**src/common/ising_pkg.sv**
```systemverilog
// sizes, widths and scalar types of the spin problem
`default_nettype none

package ising_pkg;

    // problem size and weight streaming
    localparam int NUM_SPIN     = 16;
    localparam int PARALLELISM  = 4;
    localparam int ROW_BEATS    = NUM_SPIN / PARALLELISM;
    localparam int ROW_ADDR_BIT = $clog2(ROW_BEATS);

    // data widths
    localparam int BITJ          = 4;
    localparam int BITH          = 4;
    localparam int SCALING_BIT   = 4;
    localparam int ENERGY_BIT    = 32;
    localparam int FLIP_ADDR_BIT = 8;

    // bit 1 is spin +1, bit 0 is spin -1
    typedef logic [NUM_SPIN-1:0] spin_t;

    typedef logic signed [ENERGY_BIT-1:0] energy_t;

    // h(i) at bit offset i*BITH
    typedef logic [NUM_SPIN*BITH-1:0] hbias_t;

    typedef logic [FLIP_ADDR_BIT-1:0] flip_addr_t;

    // single coupling and single bias value
    typedef logic signed [BITJ-1:0] coupling_t;
    typedef logic signed [BITH-1:0] bias_t;

endpackage

`default_nettype wire

```
**src/common/ising_stream_pkg.sv**
```systemverilog
// payload types of the weight, spin and energy streams
`default_nettype none

package ising_stream_pkg;

    import ising_pkg::*;

    // one matrix row, J(i,j) at j*BITJ
    typedef logic [NUM_SPIN-1:0][BITJ-1:0] j_row_t;

    // row k of a beat is matrix row beat*PARALLELISM+k
    typedef j_row_t [PARALLELISM-1:0] weight_beat_t;

    // candidate sent for evaluation
    typedef struct packed {
        spin_t spin;
        logic  last;
    } spin_req_t;

    // evaluated candidate
    typedef struct packed {
        energy_t energy;
        spin_t   spin;
        logic    last;
    } energy_rsp_t;

endpackage

`default_nettype wire

```
**src/flip_manager/flip_manager.sv**
```systemverilog
// search controller holding the best spin and energy
// builds candidates from flip patterns in the flip memory
`default_nettype none

module flip_manager #(
    parameter int FLIP_DEPTH = 256
) (
    input  logic                           clk_i,
    input  logic                           rst_i,
    input  logic                           config_valid_i,
    input  ising_pkg::spin_t               config_spin_i,
    input  logic                           cmpt_start_i,
    input  logic                           en_comparison_i,
    input  ising_pkg::flip_addr_t          flip_count_i,
    output logic                           cmpt_idle_o,
    output logic                           flip_ren_o,
    output ising_pkg::flip_addr_t          flip_raddr_o,
    input  ising_pkg::spin_t               flip_rdata_i,
    output logic                           spin_valid_o,
    output ising_stream_pkg::spin_req_t    spin_o,
    input  logic                           spin_ready_i,
    input  logic                           energy_valid_i,
    input  ising_stream_pkg::energy_rsp_t  energy_i,
    output logic                           energy_ready_o,
    output ising_pkg::spin_t               best_spin_o,
    output ising_pkg::energy_t             best_energy_o
);

    import ising_pkg::*;
    import ising_stream_pkg::*;

    // flip patterns available per search
    localparam int MAX_FLIPS = (FLIP_DEPTH > 255) ? 255 : FLIP_DEPTH;

    typedef enum logic [2:0] {
        ST_IDLE,
        ST_ISSUE,
        ST_WAIT,
        ST_COMPARE,
        ST_FLIP_RD,
        ST_FLIP_DATA
    } state_e;

    state_e      state_q;
    logic        start_q;
    logic        start_edge;
    logic        first_q;
    flip_addr_t  idx_q;
    flip_addr_t  count_q;
    flip_addr_t  count_lim;
    spin_t       cfg_spin_q;
    spin_t       best_spin_q;
    energy_t     best_energy_q;
    spin_req_t   cand_q;
    energy_rsp_t rsp_q;
    logic        better;

    assign start_edge = cmpt_start_i && !start_q;
    assign count_lim  = (flip_count_i > MAX_FLIPS) ? flip_addr_t'(MAX_FLIPS) : flip_count_i;

    // first response always wins, no comparison gives a random walk
    assign better = first_q || !en_comparison_i || (rsp_q.energy < best_energy_q);

    always_ff @(posedge clk_i) begin
        if (rst_i) begin
            state_q       <= ST_IDLE;
            start_q       <= 1'b0;
            first_q       <= 1'b0;
            idx_q         <= '0;
            count_q       <= '0;
            best_spin_q   <= '0;
            best_energy_q <= '0;
        end else begin
            start_q <= cmpt_start_i;
            case (state_q)
                ST_IDLE: begin
                    if (start_edge) begin
                        count_q <= count_lim;
                        idx_q   <= '0;
                        first_q <= 1'b1;
                        state_q <= ST_ISSUE;
                    end
                end
                ST_ISSUE: begin
                    if (spin_ready_i) begin
                        state_q <= ST_WAIT;
                    end
                end
                ST_WAIT: begin
                    if (energy_valid_i) begin
                        state_q <= ST_COMPARE;
                    end
                end
                ST_COMPARE: begin
                    if (better) begin
                        best_spin_q   <= rsp_q.spin;
                        best_energy_q <= rsp_q.energy;
                    end
                    first_q <= 1'b0;
                    state_q <= rsp_q.last ? ST_IDLE : ST_FLIP_RD;
                end
                ST_FLIP_RD: begin
                    state_q <= ST_FLIP_DATA;
                end
                ST_FLIP_DATA: begin
                    idx_q   <= idx_q + 1'b1;
                    state_q <= ST_ISSUE;
                end
                default: begin
                    state_q <= ST_IDLE;
                end
            endcase
        end
    end

    always_ff @(posedge clk_i) begin
        if (config_valid_i) begin
            cfg_spin_q <= config_spin_i;
        end
        // candidate 0 is the loaded spin
        if (state_q == ST_IDLE && start_edge) begin
            cand_q.spin <= cfg_spin_q;
            cand_q.last <= count_lim == '0;
        end
        // flip pattern arrives one cycle after the read
        if (state_q == ST_FLIP_DATA) begin
            cand_q.spin <= best_spin_q ^ flip_rdata_i;
            cand_q.last <= flip_addr_t'(idx_q + 1'b1) == count_q;
        end
        if (state_q == ST_WAIT && energy_valid_i) begin
            rsp_q <= energy_i;
        end
    end

    assign cmpt_idle_o    = state_q == ST_IDLE;
    assign flip_ren_o     = state_q == ST_FLIP_RD;
    assign flip_raddr_o   = idx_q;
    assign spin_valid_o   = state_q == ST_ISSUE;
    assign spin_o         = cand_q;
    assign energy_ready_o = state_q == ST_WAIT;
    assign best_spin_o    = best_spin_q;
    assign best_energy_o  = best_energy_q;

endmodule

`default_nettype wire

```
**config.mk**
```make
export PLATFORM = sky130hd
export DESIGN_NAME = flip_manager
export DESIGN_NICKNAME = d
export VERILOG_FILES = /design/src/common/ising_pkg.sv /design/src/common/ising_stream_pkg.sv /design/src/flip_manager/flip_manager.sv
export SDC_FILE = /design/constraint.sdc
export NUM_CORES = 1
export LEC_CHECK = 0
export ABC_AREA = 1
export BUFFER_PORTS_ARGS = -buffer_cell sky130_fd_sc_hd__buf_2
export CAP_MARGIN = 20
export CORE_AREA = 2 2 123 125
export DETAILED_ROUTE_END_ITERATION = 10
export DIE_AREA = 0 0 125 127
export GPL_TIMING_DRIVEN = 0
export PLACE_DENSITY = 0.75
export SLEW_MARGIN = 15
export SYNTH_ARGS = -nofsm -noshare
export SYNTH_HDL_FRONTEND = slang
export SYNTH_SLANG_ARGS = --single-unit
```
**constraint.sdc**
```tcl
create_clock -name clk_i -period 3.6 [get_ports clk_i]
set_input_delay 0.9 -clock clk_i [delete_from_list [all_inputs] [get_ports clk_i]]
set_output_delay 0.9 -clock clk_i [all_outputs]
set_load 0.05 [all_outputs]
```
**After elaboration in Yosys (flattened, before gate mapping)**

Index checks and enable logic that the tools add are counted.

- Equal/unequal tests: 9
- Reduce and logical (&&, ||, !) cells: 17
- Add/subtract/negate cells: 1
- Bitwise operators: 1
- Order comparisons: 1
- Multiplexer cells: 11

Operator list:

| cell | count |
|---|---|
| 2-to-1 mux 17 bit | 2 |
| less-than comparator 32 bit | 1 |
| case mux 3 bit (6 select lines) | 1 |
| case mux 8 bit (2 select lines) | 1 |
| bitwise XOR 16 bit | 1 |
| 2-to-1 mux 3 bit | 4 |
| adder 8 x 1 -> 8 bit (second input constant) | 1 |
| equality test 8 bit | 1 |
| logical NOT 8 bit | 1 |
| 2-to-1 mux 8 bit | 1 |
| AND reduction 2 bit | 4 |
| equality test 3 x 2 -> 1 bit (second input constant) | 2 |
| equality test 3 bit (second input constant) | 2 |
| nonzero test 2 bit | 3 |
| != test 2 x 1 -> 1 bit (second input constant) | 2 |
| equality test 3 x 1 -> 1 bit (second input constant) | 1 |
| logical AND 1 bit | 3 |
| logical NOT 3 bit | 1 |
| AND reduction 3 bit | 1 |
| logical NOT 1 bit | 2 |
| logical OR 1 bit | 2 |
| != test 2 bit (second input constant) | 1 |
| case mux 1 bit (2 select lines) | 1 |
| 2-to-1 mux 1 bit | 1 |

- Word-level logic and storage cells: 53
- Output and inout bits: 77
- Input bits: 96
- Flip-flop bits (word level): 151

**Depth between registers and ports, before layout**

- Depth after elaboration: 5
- Mapped depth: 18
- Depth with buffers taken out: 17

**Worst setup path before layout**

No wires, ideal clock.

- Path kind: flip-flop to flip-flop
- Start point: register state_q[2]
- End point: register rsp_q[0] in the netlist's numbering (enable)
- Path buffers: 0
- Library setup time: 456 ps
- Stages on the path, launching flop included: 6
- Slack: -281 ps
- Data required time: 3144 ps
- Period minus slack after synthesis: 3881 ps
- Arrival: 3425 ps
- Path through: dfxtp_1 > nor2_1 > inv_1 > nor2_1 > inv_1 > nor2_1

- Cells in the longest elaborated chain, start to end: 2

Ends and longest elaborated chain:

| what | RTL line | source |
|---|---|---|
| start: declaration | flip_manager.sv:44 | `state_e state_q;` |
| start signal: assignment | flip_manager.sv:100 | `state_q <= rsp_q.last ? ST_IDLE : ST_FLIP_RD;` |
| equality test 3 x 2 -> 1 bit | - |  |
| net energy_ready_o | flip_manager.sv:24 | `output logic energy_ready_o,` |
| logical AND 1 bit | flip_manager.sv:130 | `if (state_q == ST_WAIT && energy_valid_i) begin` |
| end signal: assignment | flip_manager.sv:131 | `rsp_q <= energy_i;` |
| end: declaration | flip_manager.sv:55 | `energy_rsp_t rsp_q;` |

The timed path passes the listed nets, and every way through them passes these cells.
A chain may end at the register's enable or synchronous reset.

**Worst setup path after layout**

- Start point: register state_q[2]
- End point: output flip_ren_o

- Cells in the longest elaborated chain, start to end: 1

Ends and longest elaborated chain:

| what | RTL line | source |
|---|---|---|
| equality test 3 bit | flip_manager.sv:136 | `assign flip_ren_o = state_q == ST_FLIP_RD;` |
| end: declaration | flip_manager.sv:16 | `output logic flip_ren_o,` |

No other way between the ends.

==> flow_metrics.py <==
metrics = {
    "run_status": {
        "status": "finished clean",
    },
    "synth": {
        "syn_area_per_cell_um2": 9.29,
        "synth_top_area_share_pct": 36.1,
        "synth_fp_nets": 863,
        "synthDistinctLibCells": 28,
        "synth_edf_count": 82,
        "synth_seq_area_share_pct": 56.3,
        "yosys.area_share.simple_pct": 16.9,
        "async_reset_ff_share_pct": 0,
        "netlist_area_mm2": 0.00683,
        "synthAdderAreaFrac_pct": 5.86,
        "synthMuxAreaShare_pct": 0,
        "synthXorXnorAreaFrac_pct": 3.08,
        "syn-instance-count": 735,
        "synth_compound_area_share_pct": 9.35,
        "synth_commonest_cells": "nand2_1 (112), inv_1 (110), nor2_1 (93), edfxtp_1 (82), dfxtp_1 (69)",
        "yosysMostFrequentCell": "nand2_1",
        "synth_warnings": 0,
        "synth_top_cell_by_area": "edfxtp_1",
        "synthTopCellsByArea": "edfxtp_1 (36%), dfxtp_1 (20%), nand2_1 (6.2%)",
        "synth_seq_cells": 151,
        "synth_top_family_by_area": "simple AND/OR/NAND/NOR gates",
        "ys.flop_type": "edfxtp_1",
    },
    "die": {
        "die-area_mm2": 0.0159,
        "fp-row-count": 44,
        "core_area_mm2": 0.0144,
        "ios": 173,
        "start_util_pct": 47.3,
        "die_height_um": 127,
        "die_w_um": 125,
    },
    "critical_path": {
        "r2r-start": "best_energy_o[11]$_SDFFE_PP0P_",
        "max_stage_delay_ps": 380,
        "cp_slowest_cell": "dfxtp_1",
        "critPathMaxFanout": 4,
        "critPathLaunch": "state_q[2]$_SDFFE_PP0P_",
        "path_class": "flip-flop to output pin",
        "crit_buf_inv": 3,
        "crit_required_ps": 2700,
        "critPathTopFamily": "buffers and inverters",
        "crit_path_end_kind": "output pin",
        "path_cells": "inv_1 > nor2_1 > inv_1 > nor2_1 > buf_2",
        "startpoint_type": "flip-flop",
        "crit_arrival_ps": 1510,
    },
    "routing": {
        "drc": 0,
        "firstDrtPassIters": 5,
        "wirelength_um": 15300,
        "wire_per_inst_um": 13.6,
        "drt-initial-drc-count": 278,
        "via_count": 5426,
        "ant_nets": 0,
        "routed_via_density": 4.82,
    },
    "cts": {
        "htree_levels": 4,
        "clock-sinks": 151,
        "cts_made_buffers": 17,
        "clk_latency_ps": 420,
        "cts_hold_buf": 0,
        "root_buffer": "clkbuf_16",
        "cts_setup_buffers": 0,
        "clkTransAtPathRegs_ps": 60,
        "cts_buffer_depth": 2,
        "cts.repair.resized": 0,
        "cts_tree": "yes",
    },
    "placement": {
        "gp_congestion": 0.795,
        "io_buffers": 172,
        "hpwl_um": 11300,
    },
    "timing": {
        "clock_skew_ps": 7.43,
        "relSlewSlack_pct": 49.8,
        "min_period_over_period_pct": 66.9,
        "hold_viol_final": 0,
        "setup_viol": 0,
        "fin_crit_ps": 2410,
        "worstMarginPinSlew_ps": 752,
        "maxSlewViolCount": 0,
        "fmaxAchievable_ghz": 0.415,
        "setup_tns_ps": 0,
        "rsz0062_at_grt": "false",
    },
    "finish": {
        "syn_to_final_growth_pct": 25.5,
        "finalNetCount": 1056,
        "n_antenna_cell": 0,
        "layout-drive-gt1-share_pct": 25.5,
    },
    "power_and_ir_drop": {
        "p_sw_mw": 1.10,
        "clock_power_share_pct": 41.5,
        "power_density_mw_per_mm2": 504,
        "total_power_mw": 4.31,
        "pwr-share-comb_pct": 13.1,
        "seqPwrFrac_pct": 45.4,
        "p_int_mw": 3.22,
        "p_leak_nw": 3.79,
        "netSwitchingFraction_pct": 25.4,
        "ir_worst_vdd_uv": 324,
    },
    "global_route": {
        "gr-total-overflow": 0,
        "groute.usage.overall_pct": 19.4,
        "grt_pass1_vias": 4992,
        "grt_max_degree": 25,
        "antenna_found_initial": 1,
        "grt_pass1_wl_um": 24400,
    },
    "flow_run": {
        "drv_cap": 0,
    },
    "worst_hold_path": {
        "worstHoldPathType": "flip-flop to flip-flop",
        "hold_start": "first_q$_SDFFE_PP0P_",
    },
}
## logic make-up after synthesis
group                    after synthesis
AO/OA/AOI/OAI                        109
XOR/XNOR                              24
adder cells (fa/ha/maj)               32
buffers and inverters                142
flip-flops                           151
AND/OR/NAND/NOR                      277
## final timing paths
kind,end,slack [ps],depth (start not counted)
setup / recovery,flip_ren_o,1190,5
hold / removal,first_q$_SDFFE_PP0P_,490,2
setup reg to reg,best_energy_o[12]$_SDFFE_PP0P_,1240,14
hold reg to reg,first_q$_SDFFE_PP0P_,490,2
## cell type report
type                       instances  area [um^2]
clock inverter                     9          126
buffer                            31          163
clock buffer                      23          468
timing repair buffer             174          908
tap                              184          230
fill                            1245         5860
sequential                       151         3840
multi-input combinational        442         2410
inverter                         111          417
## tightest hold or removal path: cells and delay by family (launching register included)
kind / cells / cell delay [ps]
simple gates: 1 / 70
flops: 1 / 330
compound gates: 1 / 50
## cell usage in the layout, fill, tap and decap left out, drive strengths merged
| cell | n |
|---|---|
| clkbuf | 39 |
| xnor2 | 20 |
| nand4 | 3 |
| o2111a | 1 |
| o21ai | 32 |
| nor2 | 94 |
| o2111ai | 1 |
| a22o | 1 |
| ha | 32 |
| inv | 110 |
| buf | 189 |
| nor3 | 4 |
| dfxtp | 69 |
| or2 | 2 |
| nor4 | 3 |
| nand3 | 59 |
| edfxtp | 82 |
| clkinvlp | 1 |
| xor2 | 4 |
| nand2 | 112 |
| bufinv | 3 |
| o22ai | 3 |
| a21oi | 71 |
| clkinv | 6 |
## registers in the layout, indices dropped and copies added, names as in the netlist
register,flops
best_energy_o,32
best_spin_o,16
cfg_spin_q,16
count_q,8
first_q,1
flip_raddr_o,8
rsp_q,49
spin_o,17
start_q,1
state_q,3
## stage by stage
step | setup WS [ps] | instances | util (%) | cell area (um^2) | hold WS [ps]
2_1_floorplan | 502 | 735 | - | 6830 | 433
3_3_place_gp | 298 | 1091 | 54.9 | 7920 | 477
3_5_place_dp | 999 | 1093 | 55.3 | 7970 | 490
4_1_cts | 1180 | 1125 | 59.4 | 8570 | 501
5_1_grt | 1020 | 1125 | 59.4 | 8570 | 523
6_report | 1190 | 1125 | 59.4 | 8570 | 495
## metal layers
layer	global-route usage [%]	vias up	share of wire, %
met1	24.1	2474	45
met5	0	-	0.078
li1	-	2788	-
met4	6.67	2	1.7
met3	4.69	22	4.8
met2	33.5	140	49
## power by group through the flow
stage                     sequential, mW  clock, mW  combinational, mW
final                               1.96       1.79              0.563
after global routing                1.97       1.89              0.616
after detailed placement            2.00          0              0.564
after global placement              1.99          0              0.547
after floorplan                     2.12          0              0.268
after CTS                           1.96       1.82              0.567
No activity file was read; power rests on OpenSTA's default activity.
