`src/common/ising_pkg.sv`:
```
// sizes, widths and scalar types of the spin problem
`default_nettype none

package ising_pkg;

    // problem size and weight streaming
    localparam int NUM_SPIN     = 16;
    localparam int PARALLELISM  = 4;
    localparam int ROW_BEATS    = NUM_SPIN / PARALLELISM;
    localparam int ROW_ADDR_BIT = $clog2(ROW_BEATS);

    // data widths
    localparam int BITJ          = 4;
    localparam int BITH          = 4;
    localparam int SCALING_BIT   = 4;
    localparam int ENERGY_BIT    = 32;
    localparam int FLIP_ADDR_BIT = 8;

    // bit 1 is spin +1, bit 0 is spin -1
    typedef logic [NUM_SPIN-1:0] spin_t;

    typedef logic signed [ENERGY_BIT-1:0] energy_t;

    // h(i) at bit offset i*BITH
    typedef logic [NUM_SPIN*BITH-1:0] hbias_t;

    typedef logic [FLIP_ADDR_BIT-1:0] flip_addr_t;

    // single coupling and single bias value
    typedef logic signed [BITJ-1:0] coupling_t;
    typedef logic signed [BITH-1:0] bias_t;

endpackage

`default_nettype wire

```
`src/common/ising_stream_pkg.sv`:
```
// payload types of the weight, spin and energy streams
`default_nettype none

package ising_stream_pkg;

    import ising_pkg::*;

    // one matrix row, J(i,j) at j*BITJ
    typedef logic [NUM_SPIN-1:0][BITJ-1:0] j_row_t;

    // row k of a beat is matrix row beat*PARALLELISM+k
    typedef j_row_t [PARALLELISM-1:0] weight_beat_t;

    // candidate sent for evaluation
    typedef struct packed {
        spin_t spin;
        logic  last;
    } spin_req_t;

    // evaluated candidate
    typedef struct packed {
        energy_t energy;
        spin_t   spin;
        logic    last;
    } energy_rsp_t;

endpackage

`default_nettype wire

```
`src/weight_fetch/weight_fetch.sv`:
```
// weight memory reader feeding a small FIFO
// valid/ready output towards the energy monitor
`default_nettype none

module weight_fetch #(
    parameter int FIFO_DEPTH = 2
) (
    input  logic                                clk_i,
    input  logic                                rst_i,
    input  logic                                flush_i,
    output logic                                mem_ren_o,
    output logic [ising_pkg::ROW_ADDR_BIT-1:0]  mem_raddr_o,
    input  ising_stream_pkg::weight_beat_t      mem_rdata_i,
    output logic                                beat_valid_o,
    output ising_stream_pkg::weight_beat_t      beat_o,
    input  logic                                beat_ready_i
);

    import ising_pkg::*;
    import ising_stream_pkg::*;

    localparam int PTR_BIT = (FIFO_DEPTH > 1) ? $clog2(FIFO_DEPTH) : 1;
    localparam int CNT_BIT = $clog2(FIFO_DEPTH + 1);

    logic [ROW_ADDR_BIT-1:0] addr_q;
    logic                    ren_q;
    logic                    inflight_q;
    logic [CNT_BIT-1:0]      count_q;
    logic [PTR_BIT-1:0]      wptr_q;
    logic [PTR_BIT-1:0]      rptr_q;
    weight_beat_t            fifo_q [FIFO_DEPTH];
    logic [CNT_BIT+1:0]      pending;
    logic                    issue;
    logic                    push;
    logic                    pop;

    function automatic logic [PTR_BIT-1:0] next_ptr(input logic [PTR_BIT-1:0] ptr);
        if (ptr == PTR_BIT'(FIFO_DEPTH - 1)) begin
            return '0;
        end
        return ptr + 1'b1;
    endfunction

    // memory data lands one cycle after the read
    assign push = inflight_q;
    assign pop  = beat_valid_o && beat_ready_i;

    // stored entries plus reads not yet landed, acts as a credit count
    assign pending = count_q + ren_q + inflight_q;
    assign issue   = pending < FIFO_DEPTH;

    always_ff @(posedge clk_i) begin
        if (rst_i || flush_i) begin
            ren_q      <= 1'b0;
            inflight_q <= 1'b0;
            addr_q     <= '0;
            count_q    <= '0;
            wptr_q     <= '0;
            rptr_q     <= '0;
        end else begin
            ren_q      <= issue;
            inflight_q <= ren_q;
            if (ren_q) begin
                if (addr_q == ROW_ADDR_BIT'(ROW_BEATS - 1)) begin
                    addr_q <= '0;
                end else begin
                    addr_q <= addr_q + 1'b1;
                end
            end
            if (push) begin
                wptr_q <= next_ptr(wptr_q);
            end
            if (pop) begin
                rptr_q <= next_ptr(rptr_q);
            end
            count_q <= count_q + push - pop;
        end
    end

    // fifo storage
    always_ff @(posedge clk_i) begin
        if (push && !flush_i) begin
            fifo_q[wptr_q] <= mem_rdata_i;
        end
    end

    assign mem_ren_o    = ren_q;
    assign mem_raddr_o  = addr_q;
    assign beat_valid_o = count_q != '0;
    assign beat_o       = fifo_q[rptr_q];

endmodule

`default_nettype wire
```
`config.mk`:
```
export PLATFORM = sky130hd
export DESIGN_NAME = weight_fetch
export DESIGN_NICKNAME = d
export VERILOG_FILES = /design/src/common/ising_pkg.sv /design/src/common/ising_stream_pkg.sv /design/src/weight_fetch/weight_fetch.sv
export SDC_FILE = /design/constraint.sdc
export NUM_CORES = 1
export LEC_CHECK = 0
export ABC_AREA = 1
export ABC_CLOCK_PERIOD_IN_PS = 64200
export BUFFER_PORTS_ARGS = -buffer_cell sky130_fd_sc_hd__buf_2
export CORE_AREA = 2 2 205 207
export DETAILED_ROUTE_END_ITERATION = 8
export DIE_AREA = 0 0 207 209
export GPL_TIMING_DRIVEN = 0
export PLACE_DENSITY = 0.74
export SKIP_LAST_GASP = 1
export SLEW_MARGIN = 30
export SYNTH_ARGS = -nofsm -noshare
export SYNTH_HDL_FRONTEND = slang
export SYNTH_SLANG_ARGS = --single-unit
```
`constraint.sdc`:
```
create_clock -name clk_i -period 64.2 [get_ports clk_i]
set_clock_uncertainty 0.2 [all_clocks]
set_input_delay 9.63 -clock clk_i [delete_from_list [all_inputs] [get_ports clk_i]]
set_output_delay 9.63 -clock clk_i [all_outputs]
set_load 0.05 [all_outputs]
```
=== After elaboration in Yosys (flattened, before gate mapping) ===
Memories as Yosys holds them, arrays and structs flattened. A register that Yosys moved wholly into a read port is not among the register bits.
Cells that the tools add are included.

* $add $sub $neg: 7
* $mul: 0
* Divide/modulo/power cells: 0
* Order comparisons: 1
* Equal/unequal tests: 1
* Shift operators: 0
* Muxes and demuxes: 15
* Bitwise logic cells: 0
* Reductions and logical operators: 5

{| class="wikitable"
|+ Operator list
! operator !! count
|-
| $mux 1 || 14
|-
| $add 3x1->4 || 1
|-
| $lt 4x2->1 const B || 1
|-
| $add 2x1->3 || 1
|-
| $add 1x1->1 const B || 2
|-
| $add 2x1->2 || 1
|-
| $add 2x1->2 const B || 1
|-
| $eq 2x2->1 const B || 1
|-
| $logic_and 1x1->1 || 2
|-
| $mux 2 || 1
|-
| $reduce_bool 2->1 || 1
|-
| $sub 2x1->2 || 1
|-
| $logic_not 1->1 || 1
|-
| $logic_or 1x1->1 || 1
|}

* Flip-flop bits (word level): 8
* Bits in latches: 0
* Memory bits (writable): 512
* Memory bits (read-only): 0
* Input port bits: 260
* Output and inout port bits: 260
* Logic and storage cells: 36
* Memories: 1

{| class="wikitable"
|+ Memory list
! memory !! words !! width !! read ports !! clocked after memory_dff !! write ports !! line !! text
|-
| fifo_q || 2 || 256 || 1 || 1 || 1 || weight_fetch.sv:31 || <nowiki>weight_beat_t fifo_q [FIFO_DEPTH];</nowiki>
|}

=== Logic depth before layout (Yosys ltp) ===
* Word-level depth: 7
* Mapped depth: 10
* Depth with buffers taken out: 10

=== Worst setup path after synthesis ===
OpenSTA, ideal clock, no wires.

* Path kind: input to register
* Start point: input flush_i
* End point: memory fifo_q[1][0] (netlist name) (enable)
* Library setup time: 1.190 ns
* Data arrival time: 27.203 ns
* Data required time: 62.810 ns
* Path slack: 35.607 ns
* Stages: 1
* Buffers on the path: 0
* Path through: nor3_1

* Word-level cells in the longest chain between the ends: 4

{| class="wikitable"
|+ Ends and longest elaborated chain
! item !! line !! text
|-
| from (decl) || weight_fetch.sv:10 || <nowiki>input logic flush_i,</nowiki>
|-
| $logic_not 1->1 || weight_fetch.sv:82 || <nowiki>if (push && !flush_i) begin</nowiki>
|-
| $logic_and 1x1->1 || weight_fetch.sv:82 ||
|-
| $mux 1 || weight_fetch.sv:82 ||
|-
| $mux 1 (implied by the code) || weight_fetch.sv:83 || <nowiki>fifo_q[wptr_q] <= mem_rdata_i;</nowiki>
|-
| to (decl) || weight_fetch.sv:31 ||
|}

Every way passes these cells.

=== Worst setup path in the final report ===
* Start point: input flush_i
* End point: memory fifo_q[0][90] (netlist name) (enable)

The elaborated chain is that of the path after synthesis.

==> flow_results.xml <==
<?xml version="1.0" encoding="UTF-8"?>
<metrics>
  <group name="yosys">
    <metric name="ys_top_cells_by_count" unit="">sky130_fd_sc_hd__edfxtp_1 (512), sky130_fd_sc_hd__mux2_2 (256), sky130_fd_sc_hd__buf_6 (26)</metric>
    <metric name="synth_simple_gate_area_share" unit="%">0.521</metric>
    <metric name="syn_avg_cell_area" unit="um^2">22.3</metric>
    <metric name="share_of_the_synthesized_area_in_compound_gates_ao_oa_aoi_oai" unit="%">0.158</metric>
    <metric name="most_common_flop_cell_mapped_by_yosys" unit="">sky130_fd_sc_hd__edfxtp_1</metric>
    <metric name="synth_top_cell_area_share" unit="%">81.1</metric>
    <metric name="multiplexer_area_fraction_after_synthesis" unit="%">15.2</metric>
    <metric name="yosys.cell_count.top_type" unit="">sky130_fd_sc_hd__edfxtp_1</metric>
    <metric name="synthArstFlopShare" unit="%">0</metric>
    <metric name="synth_top_family_by_area" unit="">multiplexers</metric>
    <metric name="post_synth_fa_ha_maj_area_fraction" unit="%">0.264</metric>
    <metric name="area_of_the_mapped_netlist" unit="mm^2">0.0190</metric>
    <metric name="ys_seq_area_share" unit="%">82.0</metric>
    <metric name="syn_nets" unit="">1115</metric>
    <metric name="synthesis.instances" unit="">851</metric>
    <metric name="yosysWarnings" unit="">0</metric>
    <metric name="synth-seq-cells" unit="">521</metric>
    <metric name="synth_top_area_cell" unit="">sky130_fd_sc_hd__edfxtp_1</metric>
    <metric name="ys_types" unit="">14</metric>
    <metric name="yosys-top-cells-area" unit="">sky130_fd_sc_hd__edfxtp_1 (81%), sky130_fd_sc_hd__mux2_2 (15%), sky130_fd_sc_hd__buf_6 (1.5%)</metric>
    <metric name="number_of_flops_mapped_to_enable_cells_by_yosys" unit="">512</metric>
    <metric name="xor_and_xnor_area_share_after_synthesis" unit="%">0</metric>
  </group>
  <group name="sta">
    <metric name="min_period_over_period" unit="%">18.7</metric>
    <metric name="relSlewSlack" unit="%">59.8</metric>
    <metric name="final_hold_viol_count" unit="">0</metric>
    <metric name="achievable-frequency" unit="MHz">83.1</metric>
    <metric name="tightest_slew" unit="ns">0.599</metric>
    <metric name="final.setup.worst_slack" unit="ns">52.17</metric>
    <metric name="slew_violations" unit="">0</metric>
    <metric name="period_needed" unit="ns">12.03</metric>
    <metric name="rsz0062_at_grt" unit="">false</metric>
    <metric name="final_tns_setup" unit="ns">0</metric>
    <metric name="setup_viol_count_final" unit="">0</metric>
  </group>
  <group name="placed_design">
    <metric name="preCtsSetupSlack" unit="ns">51.54</metric>
    <metric name="final_hpwl_dp" unit="um">31600</metric>
    <metric name="io_buffers" unit="">519</metric>
    <metric name="gpl.final_weighted_congestion" unit="">0.800</metric>
  </group>
  <group name="setup_path">
    <metric name="crit_path_end_kind" unit="">flop</metric>
    <metric name="crit_chain" unit="">buf_2 -&gt; nor3_2 -&gt; buf_4 -&gt; buf_4 -&gt; buf_4 -&gt; buf_4 -&gt; buf_6 -&gt; buf_4 -&gt; buf_4 -&gt; buf_4 -&gt; buf_4 -&gt; buf_6</metric>
    <metric name="crit_path_max_cell_delay" unit="ns">0.50</metric>
    <metric name="cell_with_the_biggest_individual_delay_on_the_critical_path" unit="">sky130_fd_sc_hd__nor3_2</metric>
    <metric name="worst_ep_required_time" unit="ns">64.29</metric>
    <metric name="path_max_fanout" unit="">8</metric>
    <metric name="critical-path-top-delay-family" unit="">buffers and inverters</metric>
    <metric name="worst-path-buf-inv" unit="">11</metric>
    <metric name="critPathKind" unit="">input pin to flop</metric>
    <metric name="critPathArrivalTime" unit="ns">12.12</metric>
    <metric name="timing.critical_path.from_type" unit="">input pin</metric>
    <metric name="path_common_cell" unit="">sky130_fd_sc_hd__buf_4</metric>
  </group>
  <group name="grt">
    <metric name="globalRoute.totalOverflow" unit="">0</metric>
    <metric name="pin_count_of_the_biggest_net_entering_global_routing" unit="">16</metric>
    <metric name="grt_pass1_vias" unit="">10900</metric>
    <metric name="first_pass_grt_wire_length" unit="um">62800</metric>
    <metric name="track_usage" unit="%">19.1</metric>
    <metric name="grt_antenna_before_repair" unit="">19</metric>
  </group>
  <group name="die">
    <metric name="die_height" unit="um">209</metric>
    <metric name="starting_utilization_of_the_core_area" unit="%">45.9</metric>
    <metric name="core_area" unit="mm^2">0.0413</metric>
    <metric name="placementRows" unit="">75</metric>
    <metric name="fp.dieW" unit="um">207</metric>
    <metric name="ioPinCount" unit="">520</metric>
    <metric name="floorplan.die_area" unit="mm^2">0.0433</metric>
  </group>
  <group name="clocking">
    <metric name="cts_num_sinks" unit="">521</metric>
    <metric name="tritoncts" unit="">built</metric>
    <metric name="cts_root_buf" unit="">sky130_fd_sc_hd__clkbuf_16</metric>
    <metric name="cts-buffers-inserted" unit="">52</metric>
    <metric name="h-tree-depth" unit="">2</metric>
    <metric name="cts_repair_resize_count" unit="">0</metric>
    <metric name="cts.repair_timing.setup_buffer_count" unit="">0</metric>
    <metric name="clock_latency" unit="ns">0.59</metric>
    <metric name="cts.hold.buffers_added" unit="">0</metric>
    <metric name="ctsLongestPathBuffers" unit="">3</metric>
    <metric name="clkTransAtPathRegs" unit="ns">0.06</metric>
  </group>
  <group name="drt">
    <metric name="route.detailed.drc" unit="">0</metric>
    <metric name="wl_per_cell" unit="um">20.2</metric>
    <metric name="ant_nets" unit="">0</metric>
    <metric name="detail_route.first_pass.iterations" unit="">6</metric>
    <metric name="wirelength" unit="um">42500</metric>
    <metric name="via_per_inst" unit="">4.91</metric>
    <metric name="routed-via-count" unit="">10300</metric>
    <metric name="dr.first_iter.drc_count" unit="">485</metric>
  </group>
  <group name="layout">
    <metric name="finish.utilization" unit="%">59.5</metric>
    <metric name="drive_above_1_share" unit="%">62.2</metric>
    <metric name="syn_to_final_growth" unit="%">29.7</metric>
    <metric name="nFillCells" unit="">3122</metric>
    <metric name="design.final.nets" unit="">1763</metric>
  </group>
  <group name="power_and_ir_drop">
    <metric name="total_leakage_power" unit="nW">9.16</metric>
    <metric name="power.density_cell_area" unit="mW/mm^2">28.6</metric>
    <metric name="ir_drop" unit="mV">0.0233</metric>
  </group>
  <group name="run_status">
    <metric name="outcome" unit="">finished clean</metric>
  </group>
  <group name="flow_run">
    <metric name="max_cap_violations" unit="">0</metric>
  </group>
  <group name="worst_hold_path">
    <metric name="min-delay-path-class" unit="">flop to flop</metric>
  </group>
</metrics>
## registers in the layout, indices dropped and copies added, names as in the netlist, named ones only
| register | flops |
|---|---|
| rptr_q | 1 |
| fifo_q | 512 |
| inflight_q | 1 |
| mem_raddr_o | 2 |
| wptr_q | 1 |
| count_q | 2 |
| mem_ren_o | 1 |
## routing by layer
layer	global-route usage, %	share of wire [%]	vias to the layer above
li1	-	-	4709
met4	8.57	3.5	4
met5	0	0.049	-
met1	21.8	37	5081
met2	32.6	51	403
met3	6.61	8.0	100
## final timing paths
kind	cells after the start	slack (ns)	end	startpoint
setup / recovery	12	52.17	fifo_q[0][90]	flush_i
hold / removal	2	0.29	mem_raddr_o[1]	mem_raddr_o[1]
setup reg to reg	12	60.89	fifo_q[0][90]	inflight_q
hold reg to reg	2	0.29	mem_raddr_o[1]	mem_raddr_o[1]
## worst reg2reg max path: cells and delay by family, from the launching register on
kind / cells / cell delay, ns
buf+inv: 11 / 1.98
flops: 1 / 0.37
simple gates: 1 / 0.47
## where the power goes
| group | internal [W] | switching (W) |
|---|---|---|
| Sequential | 0.000376 | 0.000000537 |
| Combinational | 0.00000972 | 0.0000164 |
| Clock | 0.000176 | 0.000124 |
| Total | 0.000562 | 0.000141 |
## per-stage QoR
step | area (um^2) | hold WS (ns) | cells | total power, W
global placement | 22200 | 0.270 | 1909 | 0.000410
CTS | 24500 | 0.298 | 2080 | 0.000710
global route | 24600 | 0.328 | 2095 | 0.000724
finish | 24600 | 0.293 | 2098 | 0.000703
detailed placement | 22800 | 0.288 | 1984 | 0.000409
floorplan | 19000 | 0.260 | 851 | 0.000397
## placed cells by master (no fill, tap or decap)
cell	n
sky130_fd_sc_hd__o21ai_0	1
sky130_fd_sc_hd__inv_1	11
sky130_fd_sc_hd__clkbuf_16	53
sky130_fd_sc_hd__nand2_1	10
sky130_fd_sc_hd__clkinvlp_4	4
sky130_fd_sc_hd__nor3_2	2
sky130_fd_sc_hd__clkinv_1	8
sky130_fd_sc_hd__bufinv_16	6
sky130_fd_sc_hd__edfxtp_1	512
sky130_fd_sc_hd__clkbuf_1	10
sky130_fd_sc_hd__nor2_1	11
sky130_fd_sc_hd__clkinv_2	9
sky130_fd_sc_hd__buf_2	520
sky130_fd_sc_hd__diode_2	18
sky130_fd_sc_hd__buf_4	68
sky130_fd_sc_hd__clkinv_4	2
sky130_fd_sc_hd__inv_8	1
sky130_fd_sc_hd__mux2_2	256
sky130_fd_sc_hd__nand3_1	2
sky130_fd_sc_hd__buf_6	34
sky130_fd_sc_hd__inv_6	3
sky130_fd_sc_hd__a21oi_1	5
sky130_fd_sc_hd__dfxtp_1	9
sky130_fd_sc_hd__ha_1	4
## logic make-up after synthesis
group / after synthesis
DFF: 521
muxes: 256
buffers and inverters: 39
and+or+nand+nor: 25
AOI/OAI and AO/OA: 6
adders and majority gates: 4
## final cells by class
class | count | area [um^2] | share of cell area [%]
diodes | 18 | 45.0 | 0.183
plain buffers | 28 | 305 | 1.24
clock buffers | 63 | 1360 | 5.55
clock inverters | 33 | 340 | 1.38
inverters | 11 | 41.3 | 0.168
multi-input cells | 291 | 3070 | 12.5
flip-flops and latches | 521 | 15600 | 63.3
well taps | 539 | 674 | 2.74
repair buffers | 594 | 3190 | 13.0
Power figures use the tool's default switching activity.
